File: src/design/icache_pkg.sv
package icache_pkg;

	// fetch address and instruction widths
	localparam int addr_w = 32;
	localparam int inst_w = 32;

	// 4-way set associative, 64 sets of 16-byte lines
	localparam int num_ways = 4;
	localparam int num_sets = 64;
	localparam int index_w = 6;
	localparam int offset_w = 4;
	// everything above index and offset
	localparam int tag_w = addr_w - index_w - offset_w;
	localparam int words_per_line = 4;

	// whole line, word 0 in the low bits
	typedef logic [words_per_line-1:0][inst_w-1:0] line_t;
	// one-hot way select
	typedef logic [num_ways-1:0] way_t;

	// miss sequencer
	typedef enum logic [1:0] {
		refill_idle,
		refill_bus,
		refill_write,
		refill_answer
	} refill_state_e;

endpackage

File: src/design/wb_pkg.sv
package wb_pkg;

	// classic bus widths
	localparam int wb_addr_w = 32;
	localparam int wb_data_w = 32;

	// one line refill = four single-word reads
	localparam int wb_beats = 4;

	// kind of cycle the master has open
	typedef enum logic {
		wb_none,
		wb_read
	} wb_cycle_e;

endpackage

File: src/design/icache_if.sv
// lookup stage result, read by refill and response stage
interface lookup_if;
	import icache_pkg::*;

	logic hit;
	logic miss;
	way_t hit_way;
	logic [index_w-1:0] index;
	logic [offset_w-1:0] offset;
	logic [tag_w-1:0] tag;
	way_t victim_way;
	// refill in progress, blocks new lookups
	logic busy;

	modport lookup (output hit, miss, hit_way, index, offset, tag, victim_way, input busy);
	modport refill (input miss, index, offset, tag, victim_way, output busy);
	modport result (input hit, miss, hit_way, index, offset);
endinterface

// finished line from refill to tag and data arrays
interface fill_if;
	import icache_pkg::*;

	logic fill_valid;
	way_t fill_way;
	logic [index_w-1:0] fill_index;
	logic [tag_w-1:0] fill_tag;
	line_t fill_line;
	logic [offset_w-1:0] fill_offset;
	// response register can load at next edge
	logic out_free;

	modport source (output fill_valid, fill_way, fill_index, fill_tag, fill_line, fill_offset,
		input out_free);
	modport sink (input fill_valid, fill_way, fill_index, fill_line, fill_offset, output out_free);
	modport tag (input fill_valid, fill_way, fill_index, fill_tag, out_free);
endinterface

File: src/design/icache_refill.sv
module icache_refill (
	input  logic                            clk,
	input  logic                            rst,
	input  logic                            flush,
	lookup_if.refill                        lk,
	fill_if.source                          fl,
	output logic                            wb_cyc,
	output logic                            wb_stb,
	output logic                            wb_we,
	output logic [wb_pkg::wb_addr_w-1:0]    wb_adr,
	output logic [wb_pkg::wb_data_w/8-1:0]  wb_sel,
	input  logic [wb_pkg::wb_data_w-1:0]    wb_dat_i,
	input  logic                            wb_ack
);
	import icache_pkg::*;
	import wb_pkg::*;

	refill_state_e state_q;
	// cycle the master has open on the bus
	wb_cycle_e kind_q;
	// word of the line being fetched
	logic [$clog2(wb_beats)-1:0] beat_q;
	// flush seen so the line lands without an answer
	logic cancel_q;

	// miss context
	logic [index_w-1:0] index_q;
	logic [tag_w-1:0] tag_q;
	logic [offset_w-1:0] offset_q;
	way_t way_q;
	line_t line_q;

	// read-only master on full word lanes
	assign wb_cyc = (kind_q == wb_read);
	assign wb_stb = wb_cyc;
	assign wb_we = 1'b0;
	assign wb_sel = '1;
	// line-aligned base plus word number and zero byte bits
	assign wb_adr = {tag_q, index_q, beat_q, 2'b00};

	assign lk.busy = (state_q != refill_idle);

	// cancelled answer needs no response slot
	assign fl.fill_valid = (state_q == refill_write) && (fl.out_free || cancel_q);
	assign fl.fill_way = way_q;
	assign fl.fill_index = index_q;
	assign fl.fill_tag = tag_q;
	assign fl.fill_line = line_q;
	assign fl.fill_offset = offset_q;

	always_ff @(posedge clk) begin
		if (rst) begin
			state_q <= refill_idle;
			kind_q <= wb_none;
			beat_q <= '0;
			cancel_q <= 1'b0;
		end else begin
			if (flush && state_q != refill_idle) begin
				cancel_q <= 1'b1;
			end
			case (state_q)
				refill_idle: begin
					// first read opens one cycle after the miss pulse
					if (lk.miss) begin
						state_q <= refill_bus;
						kind_q <= wb_read;
						beat_q <= '0;
						cancel_q <= flush;
					end
				end
				refill_bus: begin
					if (wb_cyc && wb_ack) begin
						// close the cycle for one idle clock between beats
						kind_q <= wb_none;
						// all ones marks the last word
						if (&beat_q) begin
							state_q <= refill_write;
						end else begin
							beat_q <= beat_q + 1'b1;
						end
					end else if (!wb_cyc) begin
						kind_q <= wb_read;
					end
				end
				refill_write: begin
					// wait here while the response register is stalled
					if (fl.fill_valid) begin
						state_q <= refill_answer;
					end
				end
				refill_answer: begin
					// answer loads into the response register
					state_q <= refill_idle;
				end
				default: begin
					state_q <= refill_idle;
				end
			endcase
		end
	end

	// latch miss context and pack returned words
	always_ff @(posedge clk) begin
		if (state_q == refill_idle && lk.miss) begin
			index_q <= lk.index;
			tag_q <= lk.tag;
			offset_q <= lk.offset;
			way_q <= lk.victim_way;
		end
		if (wb_cyc && wb_ack) begin
			line_q[beat_q] <= wb_dat_i;
		end
	end

	a_stb_cyc: assert property (@(posedge clk) disable iff (rst) wb_stb |-> wb_cyc);
	// request held with a steady address until acked
	a_adr_stable: assert property (@(posedge clk) disable iff (rst)
		(wb_stb && !wb_ack) |=> (wb_stb && $stable(wb_adr)));
	// bus cycles only while gathering a line
	a_cycle_kind: assert property (@(posedge clk) disable iff (rst)
		(kind_q != wb_none) |-> (state_q == refill_bus));

endmodule

File: src/flat_wrapper.sv
// flat-port wrapper written by rule: the top's interface ports become plain ports
module icache_refill_flat import icache_pkg::*; import wb_pkg::*;
  (clk, rst, flush, wb_cyc, wb_stb, wb_we, wb_adr, wb_sel, wb_dat_i, wb_ack, lk_miss, lk_index, lk_offset, lk_tag, lk_victim_way, lk_busy, fl_fill_valid, fl_fill_way, fl_fill_index, fl_fill_tag, fl_fill_line, fl_fill_offset, fl_out_free);
  lookup_if lk_i ();
  fill_if fl_i ();
  input  logic clk;
  input  logic rst;
  input  logic flush;
  output logic wb_cyc;
  output logic wb_stb;
  output logic wb_we;
  output logic [wb_pkg::wb_addr_w-1:0] wb_adr;
  output logic [wb_pkg::wb_data_w/8-1:0] wb_sel;
  input  logic [wb_pkg::wb_data_w-1:0] wb_dat_i;
  input  logic wb_ack;
  input wire logic [$bits(lk_i.miss)-1:0] lk_miss;
  input wire logic [$bits(lk_i.index)-1:0] lk_index;
  input wire logic [$bits(lk_i.offset)-1:0] lk_offset;
  input wire logic [$bits(lk_i.tag)-1:0] lk_tag;
  input wire logic [$bits(lk_i.victim_way)-1:0] lk_victim_way;
  output wire logic [$bits(lk_i.busy)-1:0] lk_busy;
  output wire logic [$bits(fl_i.fill_valid)-1:0] fl_fill_valid;
  output wire logic [$bits(fl_i.fill_way)-1:0] fl_fill_way;
  output wire logic [$bits(fl_i.fill_index)-1:0] fl_fill_index;
  output wire logic [$bits(fl_i.fill_tag)-1:0] fl_fill_tag;
  output wire logic [$bits(fl_i.fill_line)-1:0] fl_fill_line;
  output wire logic [$bits(fl_i.fill_offset)-1:0] fl_fill_offset;
  input wire logic [$bits(fl_i.out_free)-1:0] fl_out_free;
  assign lk_i.miss = lk_miss;
  assign lk_i.index = lk_index;
  assign lk_i.offset = lk_offset;
  assign lk_i.tag = lk_tag;
  assign lk_i.victim_way = lk_victim_way;
  assign lk_busy = lk_i.busy;
  assign fl_fill_valid = fl_i.fill_valid;
  assign fl_fill_way = fl_i.fill_way;
  assign fl_fill_index = fl_i.fill_index;
  assign fl_fill_tag = fl_i.fill_tag;
  assign fl_fill_line = fl_i.fill_line;
  assign fl_fill_offset = fl_i.fill_offset;
  assign fl_i.out_free = fl_out_free;
  icache_refill u_core (.clk(clk), .rst(rst), .flush(flush), .lk(lk_i), .fl(fl_i), .wb_cyc(wb_cyc), .wb_stb(wb_stb), .wb_we(wb_we), .wb_adr(wb_adr), .wb_sel(wb_sel), .wb_dat_i(wb_dat_i), .wb_ack(wb_ack));
endmodule
File: config.mk
export PLATFORM = sky130hd
export DESIGN_NAME = icache_refill_flat
export DESIGN_NICKNAME = d
export VERILOG_FILES = /design/src/design/icache_pkg.sv /design/src/design/wb_pkg.sv /design/src/design/icache_if.sv /design/src/design/icache_refill.sv /design/src/flat_wrapper.sv
export SDC_FILE = /design/constraint.sdc
export NUM_CORES = 1
export LEC_CHECK = 0
export BUFFER_PORTS_ARGS = -buffer_cell sky130_fd_sc_hd__buf_2
export CAP_MARGIN = 20
export CORE_ASPECT_RATIO = 1.5
export CORE_MARGIN = 1.5
export CORE_UTILIZATION = 49
export CTS_CLUSTER_SIZE = 20
export DETAILED_ROUTE_END_ITERATION = 8
export GPL_ROUTABILITY_DRIVEN = 1
export GPL_TIMING_DRIVEN = 0
export PLACE_DENSITY = 0.95
export REMOVE_ABC_BUFFERS = 1
export SYNTH_ARGS = -nofsm -noshare
export SYNTH_HDL_FRONTEND = slang
export SYNTH_SLANG_ARGS = --single-unit
File: constraint.sdc
create_clock -name clk -period 3.85 [get_ports clk]
set_input_delay 0.5775 -clock clk [delete_from_list [all_inputs] [get_ports clk]]
set_output_delay 0.5775 -clock clk [all_outputs]
set_load 0.01 [all_outputs]
==> impl_table.tex <==
\begin{tabular}{lr}
\hline
Metric & Value \\
\hline
\multicolumn{2}{l}{\textbf{Worst setup path}} \\
\quad R2R Setup Slk & 1930 ps \\
\quad Top fanout value on the critical path & 4 \\
\quad Arrival time at the worst endpoint & 1420 ps \\
\quad CP endpoint kind & primary output \\
\quad Startpoint Class & flip-flop \\
\quad Crit path required time & 3270 ps \\
\quad Setup Crit Path Kind & reg -> out \\
\multicolumn{2}{l}{\textbf{Global route}} \\
\quad Overall routing resource usage & 21.8\% \\
\quad Maximum number of pins on one net before global-route repair & 37 \\
\quad Initial antenna violation count & 1 \\
\quad Via count of the first global-routing pass & 3387 \\
\quad First-pass GRT wire length & 18900 microns \\
\quad Gr ovfl total & 0 \\
\multicolumn{2}{l}{\textbf{Finish}} \\
\quad Synthesis-to-layout area growth & 33.4\% \\
\quad Non-filler cells in the finished layout & 672 \\
\quad Commonest non-fill, non-tap cells in the layout & sky130\_fd\_sc\_hd\_\_buf\_2, sky130\_fd\_sc\_hd\_\_edfxtp\_1, sky130\_fd\_sc\_hd\_\_clkbuf\_16 \\
\quad ANT cells & 0 \\
\quad Number of nets in the layout & 596 \\
\quad Proportion of layout cells with a drive suffix above 1 & 58.9\% \\
\quad Most common cell after layout, fill and taps aside & sky130\_fd\_sc\_hd\_\_buf\_2 \\
\multicolumn{2}{l}{\textbf{Yosys}} \\
\quad Register bit total from synthesis & 170 \\
\quad Register area share after synthesis & 89.0\% \\
\quad Most instantiated flip-flop cell in the synthesis netlist & sky130\_fd\_sc\_hd\_\_edfxtp\_1 \\
\quad Warning count from the yosys run & 0 \\
\quad Netlist Area Pre-Place & 5670 sq um \\
\quad Number of flops mapped to enable cells by yosys & 164 \\
\quad Share of flip-flops with an asynchronous set or reset after synthesis & 0\% \\
\quad Avg Synthesized Cell Area & 22.3 sq um \\
\quad Post-synthesis cell count & 254 \\
\quad Count of unique library cells instantiated by Yosys & 22 \\
\multicolumn{2}{l}{\textbf{Clocking}} \\
\quad Clock Tree Root & sky130\_fd\_sc\_hd\_\_clkbuf\_16 \\
\quad Buffer count from post-CTS setup fixing & 0 \\
\quad Worst-path clk slew & 70 ps \\
\quad CTS HTree Levels & 4 \\
\quad Buffers from clock root to sink, at most & 2 \\
\quad Resize count post-CTS & 0 \\
\quad CTS tree & done \\
\quad Inserted Clock Buffers & 17 \\
\quad Number of sinks handled by clock tree synthesis & 170 \\
\quad Number of hold-repair buffers added at the cts stage & 0 \\
\quad Clock insertion delay at the later pin of the skew report & 420 ps \\
\multicolumn{2}{l}{\textbf{Route}} \\
\quad Post-detailed-route DRC marker count & 0 \\
\quad Detailed-routing iteration count for the pre-antenna-repair pass & 4 \\
\quad DR WL/cell & 19.7 microns \\
\quad Final antenna-violating net count & 0 \\
\quad Via count & 3255 \\
\quad Wire length reported by the detailed router & 13200 microns \\
\quad Drt initial violations & 130 \\
\quad Via density per instance & 4.84 \\
\multicolumn{2}{l}{\textbf{Place}} \\
\quad HPWL after detailed placement & 9430 microns \\
\quad I/O Buffers & 271 \\
\quad Placed cell count & 641 \\
\quad Pre-CTS setup slack & 1890 ps \\
\quad GPL Wtd Cong & 0.809 \\
\multicolumn{2}{l}{\textbf{Floorplanning}} \\
\quad Die Area & 12200 sq um \\
\quad Standard cell core area & 11200 sq um \\
\quad Die Span X & 90.8 microns \\
\quad Rows & 47 \\
\quad Initial standard-cell utilization of the core & 50.7\% \\
\quad Number of ports placed on the die boundary & 279 \\
\quad Vert. Die Dim & 135 microns \\
\multicolumn{2}{l}{\textbf{Power}} \\
\quad Total power per unit cell area & 608 nW/um\^{}2 \\
\quad Maximum vdd drop & 0.410 mV \\
\quad LEAKAGE & 3.11 nW \\
\multicolumn{2}{l}{\textbf{Timing}} \\
\quad Max-slew violation count & 0 \\
\quad Total count of hold-check failures in the final report & 0 \\
\quad Final Setup Violations & 0 \\
\quad Sum of negative setup slack & 0 ps \\
\quad Period utilization & 51.9\% \\
\quad Final Skew & 15.0 ps \\
\quad Max-slew headroom & 37.0\% \\
\quad Maximum clock frequency & 0.501 GHz \\
\quad Worst slew pin tran & 943 ps \\
\quad Time the worst path needs with I/O delays and setup & 2000 ps \\
\quad Fin worst setup slack & 1850 ps \\
\quad Setup repair after global routing missed its margin & false \\
\multicolumn{2}{l}{\textbf{Worst hold path}} \\
\quad HP Class & in -> reg \\
\multicolumn{2}{l}{\textbf{Run}} \\
\quad \# Max-Cap Violations & 0 \\
\multicolumn{2}{l}{\textbf{Outcome}} \\
\quad Status & finished clean \\
\hline
\end{tabular}
-- final timing paths --
| path | from | end | cells past startpoint |
|---|---|---|---|
| max | u_core.state_q[0]$_SDFFE_PP0P_ | lk_busy | 4 |
| min | lk_offset[0] | u_core.fl.fill_offset[0]$_DFFE_PP_ | 1 |
| max reg2reg | u_core.state_q[1]$_SDFFE_PP0P_ | u_core.fl.fill_tag[8]$_DFFE_PP_ | 4 |
| min reg2reg | u_core.state_q[0]$_SDFFE_PP0P_ | u_core.state_q[0]$_SDFFE_PP0P_ | 2 |
-- cell type report --
class / count / area (sq um)
timing repair buffer: 271 / 1360
sequential: 170 / 5040
clock buffer: 18 / 429
inverter: 8 / 30.0
multi-input combinational: 45 / 348
fill: 773 / 3620
tap: 147 / 184
clock inverter: 13 / 165
-- metrics by stage --
stage                     power (W)  instance area (sq um)  utilization (%)  hold slack [ps]
after floorplan             0.00261                   5420                -              451
after global placement      0.00292                   6960             62.3              465
after detailed placement    0.00295                   6960             62.3              515
after CTS                   0.00461                   7560             67.6              314
after global routing        0.00475                   7560             67.6              312
final                       0.00460                   7560             67.6              328
-- logic make-up (layout without fill, tap and decap cells) --
kind of cell / count (synthesis) / count (layout) / share of synthesized area, %
adders and majority gates: 9 / 9 / 1.99
and+or+nand+nor: 16 / 16 / 1.50
other: 2 / 7 / 0.133
buffers and inverters: 44 / 310 / 5.30
muxes: 4 / 4 / 0.729
DFF: 170 / 170 / 89.0
AOI/OAI and AO/OA: 9 / 9 / 1.32
-- state kept, by name, indices dropped and copies added, names as in the netlist --
register	cells
u_core.fl.fill_line	128
u_core.wb_cyc	1
u_core.cancel_q	1
u_core.beat_q	2
u_core.fl.fill_index	6
u_core.fl.fill_tag	22
u_core.fl.fill_way	4
u_core.fl.fill_offset	4
u_core.state_q	2
-- Yosys cell counts (2+ instances only) --
cell	number	area (sq um)
sky130_fd_sc_hd__a311o_1	2	20.0
sky130_fd_sc_hd__and3_2	3	22.5
sky130_fd_sc_hd__buf_4	36	270
sky130_fd_sc_hd__conb_1	2	7.51
sky130_fd_sc_hd__dfxtp_1	6	120
sky130_fd_sc_hd__edfxtp_1	164	4920
sky130_fd_sc_hd__ha_1	9	113
sky130_fd_sc_hd__inv_1	8	30.0
sky130_fd_sc_hd__mux2i_1	3	30.0
sky130_fd_sc_hd__nand2_1	5	18.8
sky130_fd_sc_hd__nand3_1	2	10.0
sky130_fd_sc_hd__nor2_1	3	11.3
sky130_fd_sc_hd__o21ai_0	2	10.0
-- where the power goes --
group | switching, W | leakage [nW] | internal (W)
registers | 0.0000697 | 1.55 | 0.00223
logic | 0.000401 | 1.27 | 0.000216
clock network | 0.000711 | 0.286 | 0.000972
-- worst max-delay path, stage by stage, from the launching register on --
cell and delay (ps):
sky130_fd_sc_hd__dfxtp_1 380, sky130_fd_sc_hd__inv_1 100, sky130_fd_sc_hd__ha_1 260, sky130_fd_sc_hd__inv_1 130, sky130_fd_sc_hd__buf_2 150
-- routing by layer --
| metal | global-route usage (%) | part of all wire, % | vias up |
|---|---|---|---|
| met5 | 0 | 0.068 | - |
| met4 | 11.4 | 2.7 | 2 |
| met3 | 7.32 | 8.9 | 28 |
| met2 | 39.4 | 54 | 222 |
| met1 | 22.1 | 35 | 1558 |
| li1 | - | - | 1445 |
Power figures use the tool's default switching activity.
